--- src/rtl/lock_defs_pkg.sv ---
package lock_defs_pkg;

    typedef logic [11:0] display_t;   // three display nibbles
    typedef logic [11:0] code_t;      // three code digits
    typedef logic [1:0]  count_t;     // digits entered so far
    typedef logic [1:0]  tries_t;     // wrong attempts
    typedef logic [7:0]  bcd_time_t;  // countdown, two bcd digits

    typedef enum logic [2:0] {
        ST_IDLE,
        ST_SET_MODE,
        ST_OPEN,
        ST_LOCKOUT,
        ST_ALARM
    } lock_state_t;

    // display patterns
    localparam display_t DISP_BLANK = 12'hFFF;
    localparam display_t DISP_OPEN  = 12'hBCC;  // reads as "ass" on the digits
    localparam display_t DISP_SET   = 12'hDDD;
    localparam display_t DISP_ALARM = 12'h000;

    localparam code_t     DEFAULT_CODE    = 12'h246;  // power-up combination
    localparam tries_t    MAX_TRIES       = 2'd3;
    localparam bcd_time_t LOCKOUT_SECONDS = 8'h20;    // bcd

endpackage

--- src/rtl/keypad_defs_pkg.sv ---
package keypad_defs_pkg;

    typedef logic [15:0] keypad_t;  // raw one-hot keypad word
    typedef logic [3:0]  digit_t;   // decimal digit or display nibble

    typedef enum logic [2:0] {
        CMD_NONE,
        CMD_ENTER,
        CMD_SET,
        CMD_CLEAR,
        CMD_CANCEL,
        CMD_PANIC
    } cmd_t;

    // command keys
    localparam keypad_t KEY_ENTER  = 16'h0001;
    localparam keypad_t KEY_SET    = 16'h0010;
    localparam keypad_t KEY_CANCEL = 16'h0100;
    localparam keypad_t KEY_CLEAR  = 16'h1000;
    localparam keypad_t KEY_PANIC  = 16'h4000;

    // digit keys, scattered over the matrix
    localparam keypad_t KEY_0 = 16'h0008;
    localparam keypad_t KEY_1 = 16'h0080;
    localparam keypad_t KEY_2 = 16'h0040;
    localparam keypad_t KEY_3 = 16'h0020;
    localparam keypad_t KEY_4 = 16'h0800;
    localparam keypad_t KEY_5 = 16'h0400;
    localparam keypad_t KEY_6 = 16'h0200;
    localparam keypad_t KEY_7 = 16'h8000;
    localparam keypad_t KEY_8 = 16'h0002;
    localparam keypad_t KEY_9 = 16'h2000;

endpackage
--- src/rtl/code_lock_top.sv ---
`timescale 1ns/10ps

module code_lock_top #(
    parameter int TICK_CYCLES = 50_000_000,  // one second at 50 MHz
    parameter int TONE_UNIT   = 25_000
) (
    input  logic                     clk,
    input  logic                     reset,
    input  keypad_defs_pkg::keypad_t keys,
    output lock_defs_pkg::display_t  display,
    output lock_defs_pkg::count_t    entered,
    output lock_defs_pkg::tries_t    tries,
    output logic                     locked_out,
    output logic                     buzzer
);
    import keypad_defs_pkg::*;
    import lock_defs_pkg::*;

    logic      digit_valid;
    digit_t    digit;
    cmd_t      cmd;
    bcd_time_t time_left;
    logic      lockout_done;
    logic      lockout_start;
    logic      lockout_abort;
    logic      beep_click;
    logic      beep_success;
    logic      beep_fail;

    key_decoder u_key_decoder (
        .clk         (clk),
        .reset       (reset),
        .keys        (keys),
        .digit_valid (digit_valid),
        .digit       (digit),
        .cmd         (cmd)
    );

    code_lock_ctrl u_ctrl (
        .clk           (clk),
        .reset         (reset),
        .digit_valid   (digit_valid),
        .digit         (digit),
        .cmd           (cmd),
        .time_left     (time_left),
        .lockout_done  (lockout_done),
        .display       (display),
        .entered       (entered),
        .tries         (tries),
        .locked_out    (locked_out),
        .lockout_start (lockout_start),
        .lockout_abort (lockout_abort),
        .beep_click    (beep_click),
        .beep_success  (beep_success),
        .beep_fail     (beep_fail)
    );

    lockout_timer #(
        .TICK_CYCLES (TICK_CYCLES)
    ) u_timer (
        .clk       (clk),
        .reset     (reset),
        .start     (lockout_start),
        .abort     (lockout_abort),
        .time_left (time_left),
        .done      (lockout_done)
    );

    buzzer_pattern #(
        .TONE_UNIT (TONE_UNIT)
    ) u_buzzer (
        .clk     (clk),
        .reset   (reset),
        .click   (beep_click),
        .success (beep_success),
        .fail    (beep_fail),
        .buzzer  (buzzer)
    );

endmodule

--- src/rtl/buzzer_pattern.sv ---
`timescale 1ns/10ps

module buzzer_pattern #(
    parameter int TONE_UNIT = 25_000
) (
    input  logic clk,
    input  logic reset,
    input  logic click,
    input  logic success,
    input  logic fail,
    output logic buzzer
);
    typedef enum logic [1:0] {
        PAT_IDLE,
        PAT_CLICK,
        PAT_SUCCESS,
        PAT_FAIL
    } pattern_t;

    localparam int UNIT_W = (TONE_UNIT > 1) ? $clog2(TONE_UNIT) : 1;

    // half periods and lengths, in tone units
    localparam logic [2:0]  CLICK_HALF   = 3'd2;
    localparam logic [2:0]  SUCCESS_HALF = 3'd1;
    localparam logic [2:0]  FAIL_HALF    = 3'd4;
    localparam logic [10:0] CLICK_LEN    = 11'd400;
    localparam logic [10:0] SUCCESS_LEN  = 11'd1200;
    localparam logic [10:0] FAIL_LEN     = 11'd600;
    localparam logic [10:0] GAP_START    = 11'd200;  // fail pattern pauses here
    localparam logic [10:0] GAP_END      = 11'd400;

    pattern_t          pattern;
    logic [UNIT_W-1:0] unit_cnt;
    logic              unit_tick;
    logic [2:0]        half_cnt;
    logic [10:0]       dur_cnt;
    logic              tone;
    logic [2:0]        half_len;
    logic [10:0]       dur_len;
    logic              in_gap;

    always_comb begin
        case (pattern)
            PAT_CLICK: begin
                half_len = CLICK_HALF;
                dur_len  = CLICK_LEN;
            end
            PAT_SUCCESS: begin
                half_len = SUCCESS_HALF;
                dur_len  = SUCCESS_LEN;
            end
            PAT_FAIL: begin
                half_len = FAIL_HALF;
                dur_len  = FAIL_LEN;
            end
            default: begin
                half_len = 3'd1;
                dur_len  = 11'd1;
            end
        endcase
    end

    assign unit_tick = (pattern != PAT_IDLE) && (unit_cnt == UNIT_W'(TONE_UNIT - 1));
    assign in_gap    = (pattern == PAT_FAIL) && (dur_cnt >= GAP_START) && (dur_cnt < GAP_END);
    assign buzzer    = tone && !in_gap;

    always_ff @(posedge clk) begin
        if (reset) begin
            pattern  <= PAT_IDLE;
            unit_cnt <= '0;
            half_cnt <= '0;
            dur_cnt  <= '0;
            tone     <= 1'b0;
        end else if (fail || success || click) begin  // latest request restarts
            pattern  <= fail ? PAT_FAIL : (success ? PAT_SUCCESS : PAT_CLICK);
            unit_cnt <= '0;
            half_cnt <= '0;
            dur_cnt  <= '0;
            tone     <= 1'b1;
        end else if (pattern != PAT_IDLE) begin
            if (unit_tick) begin
                unit_cnt <= '0;
                if (dur_cnt == dur_len - 11'd1) begin
                    pattern <= PAT_IDLE;
                    tone    <= 1'b0;
                end else begin
                    dur_cnt <= dur_cnt + 11'd1;
                    if (half_cnt == half_len - 3'd1) begin
                        half_cnt <= '0;
                        tone     <= ~tone;
                    end else begin
                        half_cnt <= half_cnt + 3'd1;
                    end
                end
            end else begin
                unit_cnt <= unit_cnt + 1'b1;
            end
        end
    end

endmodule

--- src/rtl/lockout_timer.sv ---
`timescale 1ns/10ps

module lockout_timer #(
    parameter int TICK_CYCLES = 50_000_000
) (
    input  logic                     clk,
    input  logic                     reset,
    input  logic                     start,
    input  logic                     abort,
    output lock_defs_pkg::bcd_time_t time_left,
    output logic                     done
);
    import lock_defs_pkg::*;

    localparam int DIV_W = (TICK_CYCLES > 1) ? $clog2(TICK_CYCLES) : 1;

    logic [DIV_W-1:0] div_cnt;  // cycles within the current second
    logic             running;
    logic             tick;

    assign tick = running && (div_cnt == DIV_W'(TICK_CYCLES - 1));

    always_ff @(posedge clk) begin
        if (reset) begin
            div_cnt   <= '0;
            running   <= 1'b0;
            time_left <= '0;
            done      <= 1'b0;
        end else begin
            done <= 1'b0;
            if (start) begin
                running   <= 1'b1;
                div_cnt   <= '0;
                time_left <= LOCKOUT_SECONDS;
            end else if (abort) begin
                running   <= 1'b0;
                div_cnt   <= '0;
                time_left <= '0;
            end else if (running) begin
                if (tick) begin
                    div_cnt <= '0;
                    if (time_left == 8'h00) begin  // one extra second shown as 00
                        done    <= 1'b1;
                        running <= 1'b0;
                    end else if (time_left[3:0] == 4'd0) begin
                        time_left <= {time_left[7:4] - 4'd1, 4'd9};  // borrow from tens
                    end else begin
                        time_left[3:0] <= time_left[3:0] - 4'd1;
                    end
                end else begin
                    div_cnt <= div_cnt + 1'b1;
                end
            end
        end
    end

    a_bcd_digits: assert property (@(posedge clk) disable iff (reset)
        time_left[7:4] <= 4'd9 && time_left[3:0] <= 4'd9);

endmodule

--- src/rtl/code_lock_ctrl.sv ---
`timescale 1ns/10ps

module code_lock_ctrl (
    input  logic                     clk,
    input  logic                     reset,
    input  logic                     digit_valid,
    input  keypad_defs_pkg::digit_t  digit,
    input  keypad_defs_pkg::cmd_t    cmd,
    input  lock_defs_pkg::bcd_time_t time_left,
    input  logic                     lockout_done,
    output lock_defs_pkg::display_t  display,
    output lock_defs_pkg::count_t    entered,
    output lock_defs_pkg::tries_t    tries,
    output logic                     locked_out,
    output logic                     lockout_start,
    output logic                     lockout_abort,
    output logic                     beep_click,
    output logic                     beep_success,
    output logic                     beep_fail
);
    import keypad_defs_pkg::*;
    import lock_defs_pkg::*;

    localparam count_t FULL_ENTRY = 2'd3;

    lock_state_t state;
    code_t       code;  // stored combination

    always_ff @(posedge clk) begin
        if (reset) begin
            state         <= ST_IDLE;
            code          <= DEFAULT_CODE;
            display       <= DISP_BLANK;
            entered       <= '0;
            tries         <= '0;
            locked_out    <= 1'b0;
            lockout_start <= 1'b0;
            lockout_abort <= 1'b0;
            beep_click    <= 1'b0;
            beep_success  <= 1'b0;
            beep_fail     <= 1'b0;
        end else begin
            lockout_start <= 1'b0;
            lockout_abort <= 1'b0;
            beep_click    <= 1'b0;
            beep_success  <= 1'b0;
            beep_fail     <= 1'b0;

            if (cmd == CMD_CANCEL) begin  // accepted in every state
                lockout_abort <= (state == ST_LOCKOUT);
                state         <= ST_IDLE;
                display       <= DISP_BLANK;
                entered       <= '0;
                tries         <= '0;
                locked_out    <= 1'b0;
            end else begin
                case (state)
                    ST_IDLE, ST_SET_MODE: begin
                        if (digit_valid) begin
                            if (entered != FULL_ENTRY) begin  // fourth digit dropped
                                display    <= {display[7:0], digit};
                                entered    <= entered + 2'd1;
                                beep_click <= 1'b1;
                            end
                        end else begin
                            case (cmd)
                                CMD_ENTER: begin
                                    if (entered == FULL_ENTRY) begin
                                        if (state == ST_SET_MODE) begin
                                            code         <= display;  // new combination
                                            state        <= ST_IDLE;
                                            display      <= DISP_BLANK;
                                            entered      <= '0;
                                            beep_success <= 1'b1;
                                        end else if (display == code) begin
                                            state        <= ST_OPEN;
                                            display      <= DISP_OPEN;
                                            beep_success <= 1'b1;
                                        end else begin
                                            display   <= DISP_BLANK;
                                            entered   <= '0;
                                            beep_fail <= 1'b1;
                                            if (tries == tries_t'(MAX_TRIES - 1)) begin
                                                tries         <= '0;
                                                state         <= ST_LOCKOUT;
                                                locked_out    <= 1'b1;
                                                lockout_start <= 1'b1;
                                                display       <= {4'h0, LOCKOUT_SECONDS};
                                            end else begin
                                                tries <= tries + 2'd1;
                                            end
                                        end
                                    end
                                end
                                CMD_SET: begin
                                    state   <= ST_SET_MODE;
                                    display <= DISP_SET;
                                    entered <= '0;
                                end
                                CMD_CLEAR: begin
                                    display <= DISP_BLANK;
                                    entered <= '0;
                                end
                                CMD_PANIC: begin
                                    state     <= ST_ALARM;
                                    display   <= DISP_ALARM;
                                    entered   <= '0;
                                    tries     <= '0;
                                    beep_fail <= 1'b1;
                                end
                                default: ;
                            endcase
                        end
                    end
                    ST_OPEN: begin
                        if (cmd == CMD_CLEAR) begin
                            state   <= ST_IDLE;
                            display <= DISP_BLANK;
                            entered <= '0;
                        end
                    end
                    ST_LOCKOUT: begin
                        if (lockout_done) begin
                            state      <= ST_IDLE;
                            display    <= DISP_BLANK;
                            locked_out <= 1'b0;
                        end else if (!lockout_start) begin  // timer loads one cycle late
                            display <= {4'h0, time_left};
                        end
                    end
                    default: ;  // alarm waits for cancel
                endcase
            end
        end
    end

    // a full entry must saturate, never wrap back to zero
    a_entry_saturates: assert property (@(posedge clk) disable iff (reset)
        digit_valid && entered == FULL_ENTRY && state != ST_LOCKOUT
        |=> entered == FULL_ENTRY);

    a_locked_out_state: assert property (@(posedge clk) disable iff (reset)
        locked_out == (state == ST_LOCKOUT));

endmodule

--- src/rtl/key_decoder.sv ---
`timescale 1ns/10ps

module key_decoder (
    input  logic                     clk,
    input  logic                     reset,
    input  keypad_defs_pkg::keypad_t keys,
    output logic                     digit_valid,
    output keypad_defs_pkg::digit_t  digit,
    output keypad_defs_pkg::cmd_t    cmd
);
    import keypad_defs_pkg::*;

    keypad_t prev_keys;
    digit_t  key_digit;  // F when the word is not a digit key
    cmd_t    key_cmd;
    logic    is_digit;

    always_comb begin
        key_digit = 4'hF;
        key_cmd   = CMD_NONE;
        case (keys)
            KEY_0:      key_digit = 4'd0;
            KEY_1:      key_digit = 4'd1;
            KEY_2:      key_digit = 4'd2;
            KEY_3:      key_digit = 4'd3;
            KEY_4:      key_digit = 4'd4;
            KEY_5:      key_digit = 4'd5;
            KEY_6:      key_digit = 4'd6;
            KEY_7:      key_digit = 4'd7;
            KEY_8:      key_digit = 4'd8;
            KEY_9:      key_digit = 4'd9;
            KEY_ENTER:  key_cmd = CMD_ENTER;
            KEY_SET:    key_cmd = CMD_SET;
            KEY_CLEAR:  key_cmd = CMD_CLEAR;
            KEY_CANCEL: key_cmd = CMD_CANCEL;
            KEY_PANIC:  key_cmd = CMD_PANIC;
            default:    key_cmd = CMD_NONE;  // zero or several keys held
        endcase
        is_digit = (key_digit <= 4'd9);
    end

    always_ff @(posedge clk) begin
        if (reset) begin
            prev_keys   <= '0;
            digit_valid <= 1'b0;
            cmd         <= CMD_NONE;
        end else begin
            prev_keys <= keys;
            if (keys != prev_keys) begin  // press edge only
                digit_valid <= is_digit;
                cmd         <= key_cmd;
            end else begin
                digit_valid <= 1'b0;
                cmd         <= CMD_NONE;
            end
        end
    end

    always_ff @(posedge clk) begin
        digit <= key_digit;  // qualified by digit_valid
    end

    a_one_event: assert property (@(posedge clk) disable iff (reset)
        !(digit_valid && cmd != CMD_NONE));

endmodule

--- config.mk ---
export PLATFORM = sky130hd
export DESIGN_NAME = code_lock_top
export DESIGN_NICKNAME = d
export VERILOG_FILES = /design/src/rtl/lock_defs_pkg.sv /design/src/rtl/keypad_defs_pkg.sv /design/src/rtl/code_lock_top.sv /design/src/rtl/buzzer_pattern.sv /design/src/rtl/lockout_timer.sv /design/src/rtl/code_lock_ctrl.sv /design/src/rtl/key_decoder.sv
export SDC_FILE = /design/constraint.sdc
export NUM_CORES = 1
export LEC_CHECK = 0
export BUFFER_PORTS_ARGS = -buffer_cell sky130_fd_sc_hd__buf_2
export CORE_UTILIZATION = 40
export CTS_CLUSTER_SIZE = 12
export DETAILED_ROUTE_END_ITERATION = 10
export GPL_TIMING_DRIVEN = 0
export PLACE_DENSITY = 0.63
export SKIP_LAST_GASP = 1
export SYNTH_ARGS = -nofsm -noshare
export SYNTH_HDL_FRONTEND = slang
export SYNTH_SLANG_ARGS = --single-unit
--- constraint.sdc ---
create_clock -name clk -period 2.85 [get_ports clk]
set_input_delay 0.1425 -clock clk [delete_from_list [all_inputs] [get_ports clk]]
set_output_delay 0.1425 -clock clk [all_outputs]
set_load 0.01 [all_outputs]
---- After elaboration in Yosys (flattened, before gate mapping) ----
Cells that the tools add are included.
Widths: inputs -> output; s select.
storage, ports and cells
  bits in registers ....................... 129
  word-level logic and storage cells ...... 233
  bits of input ports ..................... 18
operators by class
  $lt $le $gt $ge ......................... 3
  mux-type cells .......................... 80
  add/subtract/negate cells ............... 10
  reduce and logical (&&, ||, !) cells .... 47
  equal/unequal tests ..................... 56
  bitwise operators ....................... 11
operators with widths
  cell                   number
  $mux 12                9
  $pmux 12 s4            1
  $pmux 4 s10            1
  $pmux 12 s3            1
  $mux 2                 17
  $pmux 11 s3            1
  $mux 6                 5
  $add 26x1->26 const B  1
  $eq 26x26->1 const B   1
  $mux 26                1
  $mux 1                 25
  $mux 3                 8
  $reduce_and 6->1       4
  $pmux 3 s3             2
  $eq 16x1->1 const B    1
  $eq 16x10->1 const B   1
  $eq 16x11->1 const B   1
  $eq 16x12->1 const B   1
  $eq 16x13->1 const B   1
  $eq 16x14->1 const B   1
  $eq 16x15->1 const B   1
  $eq 16x16->1 const B   1
  $eq 16x2->1 const B    1
  $eq 16x4->1 const B    1
  58 further kinds       120

---- Longest topological paths before layout ----
Gate-level depths: netlist of run 1.
  depth after elaboration ................. 9
  gate-level depth with buffers ........... 10
  mapped depth without buffers ............ 7

---- Hierarchy ----
Synthesis of run 1 repeated with hierarchy kept, for this count alone.
second synthesis, totals
  cell total of the unflattened synthesis .. 796
  area, all modules ....................... 7008.0 um^2
modules (own cells, without submodules)
  module          instances  area an instance (um^2)  cells an instance  seq. area each (um^2)
  code_lock_ctrl  1          2244.7                   250                740.7
  buzzer_pattern  1          1893.1                   221                640.6
  lockout_timer   1          1682.9                   198                720.7
  key_decoder     1          1187.4                   127                480.5

---- Worst setup path after synthesis of run 1 ----
Ideal clock, no wire load.
  path kind ............................... register to register
  start ................................... reg u_timer.time_left[4]
  end ..................................... reg u_timer.time_left[5]
  period minus slack after synthesis ...... 2124 ps
  path slack .............................. 726 ps
  stages on the path, launching flop included .. 8
  arrival ................................. 2002 ps
  cells stage by stage .................... dfxtp_1 > inv_1 > ha_1 > nor3b_1 > or4b_1 > nor4_4 > nor4_1 > a221o_1
between the ends
  cells in the longest elaborated chain, start to end .. 7
ends and longest elaborated chain
  what                      line                 source
  start: declaration        lockout_timer.sv:10  output lock_defs_pkg::bcd_time_t time_left,
  start signal: assignment  lockout_timer.sv:46  time_left <= {time_left[7:4] - 4'd1, 4'd9};
  $sub 4x1->4               lockout_timer.sv:46
  $mux 2                    lockout_timer.sv:45  end else if (time_left[3:0] == 4'd0) begin
  $mux 6                    lockout_timer.sv:42  if (time_left == 8'h00) begin
  $mux 6                    lockout_timer.sv:40  if (tick) begin
  $mux 6                    lockout_timer.sv:39  end else if (running) begin
  $mux 6                    lockout_timer.sv:35  end else if (abort) begin
  $mux 6                    lockout_timer.sv:31  if (start) begin
Parallel ways exist; a longest one is shown, timed or not. The select of a mux whose other input is x is not followed.
A chain may end at the register's enable or synchronous reset.

---- Final worst setup path of run 1 ----
  start ................................... reg u_buzzer.pattern[0]
  end ..................................... reg u_buzzer.dur_cnt[1]
between the ends
  cells in the longest elaborated chain, start to end .. 6
ends and longest elaborated chain
  what                                             line                  source
  start: declaration                               buzzer_pattern.sv:32  pattern_t pattern;
  start signal: assignment                         buzzer_pattern.sv:75  pattern <= fail ? PAT_FAIL : (success ? PAT_SUCCESS : PAT_CLICK);
  $eq 2x2->1 / $eq 2x1->1 (equally long branches)  buzzer_pattern.sv:43  case (pattern)
  $pmux 11 s3                                      buzzer_pattern.sv:43
  $sub 11x1->11                                    buzzer_pattern.sv:83  if (dur_cnt == dur_len - 11'd1) begin
  $eq 11x11->1                                     buzzer_pattern.sv:83
  $not 1->1 (no line)                              n/a
  $reduce_and 3->1 (no line) *                     n/a
  end signal: assignment                           buzzer_pattern.sv:87  dur_cnt <= dur_cnt + 11'd1;
  end: declaration                                 buzzer_pattern.sv:36  logic [10:0] dur_cnt;
Every way passes the cells marked *; elsewhere a longest branch is shown, timed or not.

==> out/metrics.cfg, run 1 <==
[clock_network]
clk_pin_slew_worst_paths_ps = 60
cts_tree = done
clockBufferDepth = 2
cts_hold_buffers = 0
htree_levels = 4
numCtsBuffers = 17
post_cts_resized = 0
clk_latency_ps = 420
ctsRootBufferMaster = clkbuf_16
clock-sinks = 129
post-cts-setup-buffers = 0

[worst_setup_path]
slowest_delay_ps = 430
cp.required_ps = 3140
path_cells = inv_1 -> ha_1 -> clkbuf_1 -> nand2_1 -> nand3_1 -> o31ai_4 -> buf_4 -> buf_6 -> mux2i_1 -> nor2_1
path_delay_family = buffers and inverters
cp_max_fo = 10
end_kind = flip-flop
worst-path-buf-inv = 4
cp_data_arrival_time_ps = 2720
critPathSlowestCell = o31ai_4
path_class = reg -> reg
crit_path_start_kind = flip-flop

[synthesis]
synth_fp_nets = 845
synth_cells = 815
synth_top_area_share_pct = 37.7
synth_edf_count = 0
ys_ff_latch = 129
ys_types = 81
yosysWarningCount = 0
synth-main-ff-cell = dfxtp_1
syn_area_um2 = 6840
synthArstFlopShare_pct = 0
synth.largest_area_cell = dfxtp_1
synth-seq-area-share_pct = 37.7
syn_avg_cell_area_um2 = 8.40
synth_area_leaders = dfxtp_1 38%, xnor2_1 5.9%, nor2_1 4.9%

[die]
die_w_um = 133
die_h_um = 133
ioPinCount = 36
die_area_um2 = 17600
initial_utilization_pct = 41.1
core-area_um2 = 16600
rows = 47

[power_and_ir_drop]
p_per_area_nw_per_um2 = 534
ir_worst_vdd_mv = 0.397
power_leakage_nw = 2.70

[grt]
grt_pass1_wl_um = 28000
antenna_found_initial = 0
grt_overflow = 0
grt_pass1_vias = 5644
grt_usage_pct = 19.8
grt_max_degree = 17

[finish]
final_common_cell = dfxtp_1
fill_cells = 1628
final_cell_mix = 129 x dfxtp_1, 89 x nor2_1, 71 x nand2_1
antenna_cells = 0
drive_above_1_share_pct = 11.1
syn_to_final_growth_pct = 14.7
final_nets = 889
fin_util_pct = 47.2

[sta]
setup_viol = 0
fin_crit_sh_pct = 85.2
slew_headroom_pct = 44.2
hold_violations = 0
finClkSkew_ps = 7.56
tightest_slew_ps = 835
drv_slew = 0
tns_ps = 0
finalWorstSetupSlack_ps = 422
fin_crit_ps = 2430
rsz0062_at_grt = false
max_freq_ghz = 0.412

[route]
viasPerCell = 5.46
drtIter0Drc = 364
post-route-drc-count = 0
wl_um = 16600
vias = 5960
post_drt_wl_per_cell_um = 15.2
first_pass_iters = 5
ant_nets = 0

[placement]
hpwl_um = 11900
port_buffers = 25
pre_cts_ws_ps = 392
place.gp.congestion = 0.909

[run]
maxCapViolCount = 0

[status]
status = finished, final reports clean

[min_path]
min_path_type = in -> reg

[logic make-up (layout without fill, tap and decap cells)]
logic type | count (synthesis) | count (layout) | synth area share (%)
mux | 11 | 11 | 1.61
compound gates | 144 | 144 | 14.2
flops | 129 | 129 | 37.7
xor+xnor | 76 | 76 | 9.73
buf+inv | 64 | 120 | 3.99
fa+ha+maj | 12 | 12 | 2.19
simple gates | 379 | 379 | 30.6
[synth_stat cells, types with 7 or more instances]
cell type and number:
nor2b_1 23, or3_1 20, ha_1 12, nor3_1 29, nand3b_1 7, nor4_1 20, nor3b_1 7, nand4_1 19
inv_1 18, buf_2 8, nand2_1 71, clkbuf_1 30, a21oi_1 37, dfxtp_1 129, o211ai_1 13, o21ai_0 35
xor2_1 30, or4_1 8, nor2_1 89, nand3_1 29, xnor2_1 46, and3_1 11, mux2i_1 11
[metal layers]
metal / routed length [um] / global-route usage (%) / part of all wire, % / vias up
li1: - / - / - / 3007
met1: 7860 / 26.2 / 47 / 2785
met2: 7670 / 31.4 / 46 / 147
met3: 856 / 4.60 / 5.1 / 21
met4: 256 / 6.96 / 1.5 / 0
met5: 0 / 0 / 0 / -
[stage by stage]
stage / hold WS (ps) / instance area, um2 / std cells / power, mW
after floorplan: 271 / 6840 / 815 / 1.95
after global placement: 451 / 7240 / 1060 / 2.00
after detailed placement: 457 / 7240 / 1060 / 2.00
after CTS: 15.7 / 7850 / 1091 / 4.23
after global routing: 29.3 / 7850 / 1091 / 4.34
final: 32.4 / 7850 / 1091 / 4.19
[power breakdown]
group          internal (mW)  switching (mW)
logic                 0.0487          0.0872
registers               1.82         0.00493
clock network           1.44           0.793
[worst min-delay path: stages]
cell and delay [ps]:
buf_2 140, inv_1 80, nor2_1 40
[path summary, 6_finish.rpt]
kind,cells after the start,slack (ps),end,start
setup / recovery,10,420,u_buzzer.dur_cnt[1],u_buzzer.pattern[0]
hold / removal,3,30,u_key_decoder.prev_keys[14],keys[14]
setup reg to reg,10,420,u_buzzer.dur_cnt[1],u_buzzer.pattern[0]
hold reg to reg,2,460,u_ctrl.code[4],u_ctrl.code[4]
[sequential cells by signal, indices dropped and copies added, names as in the netlist, 2 cells and up]
name                     cells
u_buzzer.pattern             2
u_ctrl.code                 12
u_ctrl.display              12
u_ctrl.entered               2
u_key_decoder.digit          4
u_buzzer.unit_cnt           15
u_buzzer.dur_cnt            11
u_buzzer.half_cnt            3
u_timer.div_cnt             26
u_timer.time_left            8
u_ctrl.state                 3
u_key_decoder.cmd            3
u_key_decoder.prev_keys     16
u_ctrl.tries                 2
[final cells by class]
type	instances	area [um2]	share of cell area [%]
Timing Repair Buffer	25	125	1.59
Multi-Input combinational cell	622	3990	50.8
Tap cell	220	275	3.51
Clock inverter	9	131	1.67
Inverter	19	71.3	0.909
Clock buffer	22	474	6.04
Sequential cell	129	2580	32.9
Buffer	45	201	2.57
(Power assumes the default switching activity.)
==> run 2: changes to the inputs <==
--- a/config.mk
+++ b/config.mk
@@ -6,11 +6,11 @@
 export NUM_CORES = 1
 export LEC_CHECK = 0
 export BUFFER_PORTS_ARGS = -buffer_cell sky130_fd_sc_hd__buf_2
-export CORE_UTILIZATION = 40
+export CORE_UTILIZATION = 30
 export CTS_CLUSTER_SIZE = 12
 export DETAILED_ROUTE_END_ITERATION = 10
 export GPL_TIMING_DRIVEN = 0
-export PLACE_DENSITY = 0.63
+export PLACE_DENSITY = 0.52
 export SKIP_LAST_GASP = 1
 export SYNTH_ARGS = -nofsm -noshare
 export SYNTH_HDL_FRONTEND = slang
==> out/metrics.cfg, run 2 (same netlist as run 1, synthesis figures left out) <==
[placement]
port_buffers = 25  ; unchanged
hpwl_um = 12400  ; was 11,900 um
placed_cells = 1120  ; was 1,060
place.gp.congestion = 0.870  ; was 0.909

[grt]
grt_pass1_vias = 5607  ; was 5,644
grt_usage_pct = 15.4  ; was 19.8%
grt_overflow = 0  ; unchanged
globalRouteMet3Util_pct = 2.78  ; was 4.60%
gr-usage-met2_pct = 23.1  ; was 31.4%
grtUsageMet1_pct = 21.9  ; was 26.2%
grt_max_degree = 17  ; unchanged
grt_pass1_wl_um = 29000  ; was 28,000 um
antenna_found_initial = 0  ; unchanged
grt_busiest_layer = met2  ; unchanged

[clock_network]
cts_tree = done  ; unchanged
post-cts-setup-buffers = 0  ; unchanged
ctsRootBufferMaster = clkbuf_16  ; unchanged
clk_latency_ps = 420  ; about the same
post_cts_resized = 0  ; unchanged
clk_pin_slew_worst_paths_ps = 60  ; about the same
clock-sinks = 129  ; unchanged
numCtsBuffers = 17  ; unchanged
htree_levels = 4  ; unchanged
clockBufferDepth = 2  ; unchanged
cts_hold_buffers = 0  ; unchanged

[power_and_ir_drop]
switching_share_pct = 22.1  ; was 21.1%
combPwrFrac_pct = 3.3  ; was 3.2%
p_per_area_nw_per_um2 = 525  ; was 534 nW/um2
ir_worst_vdd_mv = 0.360  ; was 0.397 mV
cellInternalPower_mw = 3.24  ; was 3.30 mW
power_frac_seq_pct = 43.9  ; was 43.5%
power_mw = 4.15  ; was 4.19 mW
power_leakage_nw = 2.69  ; was 2.70 nW
p_sw_mw = 0.916  ; was 0.885 mW
clkPwrFrac_pct = 52.9  ; was 53.3%

[die]
die_w_um = 153  ; was 133 um
ioPinCount = 36  ; unchanged
die_area_um2 = 23400  ; was 17,600 um2
initial_utilization_pct = 31.0  ; was 41.1%
rows = 54  ; was 47
core-area_um2 = 22100  ; was 16,600 um2
die_h_um = 153  ; was 133 um

[sta]
hold_violations = 0  ; unchanged
rsz0062_at_grt = false  ; unchanged
tns_ps = 0  ; unchanged
tightest_slew_ps = 809  ; was 835 ps
whs_ps = 21.4  ; was 32.4 ps
fin_crit_sh_pct = 85.3  ; was 85.2%
setup_viol = 0  ; unchanged
max_freq_ghz = 0.411  ; was 0.412 GHz
finClkSkew_ps = 10.6  ; was 7.56 ps
fin_crit_ps = 2430  ; about the same
drv_slew = 0  ; unchanged
slew_headroom_pct = 46.0  ; was 44.2%

[finish]
antenna_cells = 0  ; unchanged
final_common_cell = dfxtp_1  ; unchanged
fin_util_pct = 35.8  ; was 47.2%
drive_above_1_share_pct = 11.3  ; was 11.1%
final_cell_mix = 129 x dfxtp_1, 89 x nor2_1, 71 x nand2_1  ; unchanged
largest_register_ffs = 26  ; unchanged
syn_to_final_growth_pct = 15.6  ; was 14.7%
reg.largest.list = u_timer.div_cnt: 26 flops, u_key_decoder.prev_keys: 16 flops, u_buzzer.unit_cnt: 15 flops  ; unchanged
regMostFlops = u_timer.div_cnt  ; unchanged
final_cells = 1151  ; was 1,091
final_nets = 889  ; unchanged

[worst_setup_path]
path_class = reg -> reg  ; unchanged
end_kind = flip-flop  ; unchanged
cp_max_fo = 10  ; unchanged
crit_path_start_kind = flip-flop  ; unchanged
cp_data_arrival_time_ps = 2720  ; about the same
cp.required_ps = 3140  ; about the same

[route]
viasPerCell = 5.06  ; was 5.46
vias = 5824  ; was 5,960
ant_nets = 0  ; unchanged
wl_um = 17000  ; was 16,600 um
drtIter0Drc = 330  ; was 364
post-route-drc-count = 0  ; unchanged
post_drt_wl_per_cell_um = 14.8  ; was 15.2 um
first_pass_iters = 4  ; was 5

[min_path]
min_path_type = in -> reg  ; unchanged

[run]
maxCapViolCount = 0  ; unchanged

[status]
status = finished, final reports clean  ; unchanged

run 2: cell types whose count changed in the layout (fill, tap and decap cells not counted), sizes merged:
cell      before  now
inv           18   21
clkinvlp       3    4
clkbuf        52   48
run 2: worst max-delay path: stages, from the launching register on:
cell,delay [ps]
dfxtp_1,420
inv_1,90
ha_1,240
clkbuf_1,240
nand2_1,110
nand3_1,130
o31ai_4,420
buf_4,250
buf_6,160
mux2i_1,190
nor2_1,50
run 2: per-layer routing:
layer,up-vias,wire length [um]
li1,3010,-
met1,2705,8930
met2,91,7430
met3,18,452
met4,0,230
met5,-,0
run 2: final timing paths:
path / startpoint / to / slack, ps / cells after the start
worst max-delay path: u_buzzer.pattern[0] / u_buzzer.dur_cnt[1] / 420 / 10
worst min-delay path: keys[14] / u_key_decoder.prev_keys[14] / 20 / 3
worst max register to register: u_buzzer.pattern[0] / u_buzzer.dur_cnt[1] / 420 / 10
worst min register to register: u_ctrl.code[3] / u_ctrl.code[3] / 470 / 2
run 2: power groups by stage:
stage | combinational (mW) | sequential, mW | clock, mW
3_3_place_gp | 0.138 | 1.86 | 0
6_report | 0.136 | 1.82 | 2.19
5_1_grt | 0.152 | 1.82 | 2.35
3_5_place_dp | 0.137 | 1.86 | 0
2_1_floorplan | 0.0950 | 1.86 | 0
4_1_cts | 0.138 | 1.82 | 2.26
run 2: through the flow:
step / worst slack [ps] / area [um2]
2_1_floorplan: 726 / 6840
3_3_place_gp: 419 / 7320
3_5_place_dp: 403 / 7320
4_1_cts: 397 / 7910
5_1_grt: 174 / 7910
6_report: 420 / 7910
run 2: cell type report:
cell class	instances	area [um2]
fillers	2264	14200
inverters	19	71.3
multi-input cells	622	3990
plain buffers	45	201
clock inverters	13	161
repair buffers	25	125
flip-flops and latches	129	2580
well taps	280	350
clock buffers	18	429
==> run 3: changes to the inputs <==
--- a/config.mk
+++ b/config.mk
@@ -6,11 +6,11 @@
 export NUM_CORES = 1
 export LEC_CHECK = 0
 export BUFFER_PORTS_ARGS = -buffer_cell sky130_fd_sc_hd__buf_2
-export CORE_UTILIZATION = 30
+export CORE_UTILIZATION = 55
 export CTS_CLUSTER_SIZE = 12
 export DETAILED_ROUTE_END_ITERATION = 10
 export GPL_TIMING_DRIVEN = 0
-export PLACE_DENSITY = 0.52
+export PLACE_DENSITY = 0.8
 export SKIP_LAST_GASP = 1
 export SYNTH_ARGS = -nofsm -noshare
 export SYNTH_HDL_FRONTEND = slang
==> out/metrics.cfg, run 3 (same netlist as run 1, synthesis figures left out) <==
[worst_setup_path]
cp.required_ps = 3150  ; was 3140 ps
cp_data_arrival_time_ps = 2720  ; about the same
end_kind = flip-flop  ; unchanged
timing.rr.start = u_buzzer.pattern[0]  ; unchanged
r2r_slack_ps = 430  ; was 420 ps
path_cells = inv_1 -> ha_1 -> clkbuf_1 -> nand2_1 -> nand3_1 -> o31ai_4 -> buf_4 -> buf_6 -> mux2i_1 -> nor2_1  ; unchanged
cp.depth = 10  ; unchanged
cp_max_fo = 10  ; unchanged
timing.rr.end = u_buzzer.dur_cnt[1]  ; unchanged
critPathSlowestCell = o31ai_4  ; was dfxtp_1
path_class = reg -> reg  ; unchanged
worst-path-buf-inv = 4  ; unchanged
reg2regPathDepth = 10  ; unchanged
crit_path_start_kind = flip-flop  ; unchanged
slowest_delay_ps = 420  ; about the same
path_delay_family = buffers and inverters  ; unchanged

[die]
die_h_um = 114  ; was 153 um
die_w_um = 114  ; was 153 um
rows = 40  ; was 54
initial_utilization_pct = 56.7  ; was 31.0%
core-area_um2 = 12100  ; was 22,100 um2
die_area_um2 = 12900  ; was 23,400 um2
ioPinCount = 36  ; unchanged

[finish]
final_cells = 1040  ; was 1,151
final_common_cell = dfxtp_1  ; unchanged
drive_above_1_share_pct = 11.2  ; was 11.3%
syn_to_final_growth_pct = 15.1  ; was 15.6%
largest_register_ffs = 26  ; unchanged
final_nets = 889  ; unchanged
antenna_cells = 0  ; unchanged
final_cell_mix = 129 x dfxtp_1, 89 x nor2_1, 71 x nand2_1  ; unchanged
reg.largest.list = u_timer.div_cnt: 26 flops, u_key_decoder.prev_keys: 16 flops, u_buzzer.unit_cnt: 15 flops  ; unchanged
fin_area_um2 = 7880  ; was 7910 um2
regMostFlops = u_timer.div_cnt  ; unchanged

[power_and_ir_drop]
power_leakage_nw = 2.75  ; was 2.69 nW
p_per_area_nw_per_um2 = 573  ; was 525 nW/um2
power_mw = 4.51  ; was 4.15 mW
ir_worst_vdd_mv = 0.391  ; was 0.360 mV

[placement]
hpwl_um = 11100  ; was 12,400 um
port_buffers = 25  ; unchanged
placed_cells = 1008  ; was 1,120
placed_area_um2 = 7180  ; was 7320 um2
place.gp.congestion = 0.917  ; was 0.870

[route]
first_pass_iters = 4  ; unchanged
post_drt_wl_per_cell_um = 15.3  ; was 14.8 um
wl_um = 15900  ; was 17,000 um
vias = 6056  ; was 5,824
drtIter0Drc = 468  ; was 330
ant_nets = 0  ; unchanged
viasPerCell = 5.82  ; was 5.06
post-route-drc-count = 0  ; unchanged

[grt]
grt_pass1_vias = 5666  ; was 5,607
grt_usage_pct = 26.3  ; was 15.4%
grt_max_degree = 17  ; unchanged
grt_pass1_wl_um = 27000  ; was 29,000 um
antenna_found_initial = 0  ; unchanged
grt_overflow = 0  ; unchanged

[sta]
drv_slew = 0  ; unchanged
fin_crit_ps = 2420  ; was 2430 ps
tns_ps = 0  ; unchanged
finClkSkew_ps = 6.13  ; was 10.6 ps
setup_viol = 0  ; unchanged
tightest_slew_ps = 720  ; was 809 ps
fin_crit_sh_pct = 85.0  ; was 85.3%
max_freq_ghz = 0.413  ; was 0.411 GHz
hold_violations = 0  ; unchanged
rsz0062_at_grt = false  ; unchanged
slew_headroom_pct = 51.9  ; was 46.0%
whs_ps = 12.4  ; was 21.4 ps

[status]
status = finished, final reports clean  ; unchanged

[min_path]
holdPathEnd = u_key_decoder.prev_keys[4]  ; was u_key_decoder.prev_keys[14]
min_path_type = in -> reg  ; unchanged
hold_depth = 2  ; was 3
worstHoldStart = keys[4]  ; was keys[14]

[run]
maxCapViolCount = 0  ; unchanged

[clock_network]
clock-sinks = 129  ; unchanged
clk_pin_slew_worst_paths_ps = 60  ; about the same
htree_levels = 4  ; unchanged
numCtsBuffers = 17  ; unchanged
cts_hold_buffers = 0  ; unchanged
cts_tree = done  ; unchanged
ctsRootBufferMaster = clkbuf_16  ; unchanged
clockBufferDepth = 2  ; unchanged
clk_latency_ps = 420  ; about the same
post_cts_resized = 0  ; unchanged
post-cts-setup-buffers = 0  ; unchanged

run 3: cell count changes in the layout (fill, tap and decap cells not counted), sizes merged:
cell / before / now
clkbuf: 48 / 54
bufinv: 3 / 6
clkinvlp: 4 / 1
inv: 21 / 18
clkinv: 4 / 2
run 3: worst max-delay path by stage:
| stage | startpoint | endpoint | slack [ps] |
|---|---|---|---|
| 6_report | u_buzzer.pattern[0] | u_buzzer.dur_cnt[1] | 430 |
| 5_1_grt | u_buzzer.pattern[0] | u_buzzer.dur_cnt[1] | 190 |
| 4_1_cts | u_buzzer.pattern[0] | u_buzzer.dur_cnt[1] | 450 |
| 3_5_place_dp | u_buzzer.pattern[0] | u_buzzer.dur_cnt[1] | 450 |
| 3_3_place_gp | u_buzzer.pattern[0] | u_buzzer.dur_cnt[1] | 480 |
| 2_1_floorplan | u_timer.time_left[4] | u_timer.time_left[5] | 730 |
run 3: routing by layer:
layer / GRT usage [%] / share of wire, % / vias up
met5: 0 / 0 / -
met4: 11.2 / 2.2 / 0
met3: 5.74 / 4.9 / 34
met2: 42.9 / 47 / 171
met1: 33.5 / 46 / 2849
li1: - / - / 3002
run 3: power breakdown:
group | switching [mW] | total [mW] | internal (mW)
Clock | 0.795 | 2.55 | 1.76
Sequential | 0.00515 | 1.82 | 1.82
Combinational | 0.0876 | 0.136 | 0.0487
run 3: area by class of cell:
cell class	instances	area, um2
repair buffers	25	125
flip-flops and latches	129	2580
plain buffers	45	201
multi-input cells	622	3990
clock inverters	8	196
fillers	1003	4180
well taps	168	210
inverters	19	71.3
clock buffers	24	502
run 3: worst register-to-register path: cells and delay by family (launching register included):
family          cells  cell delay, ps
fa+ha+maj           1             240
buf+inv             4             740
simple gates        3             310
flops               1             410
compound gates      1             420
mux                 1             190
run 3: metrics by stage:
step	setup WS [ps]	util (%)
floorplan	726	-
global placement	481	59.5
detailed placement	448	59.5
CTS	445	65.3
global route	190	65.3
finish	428	65.3
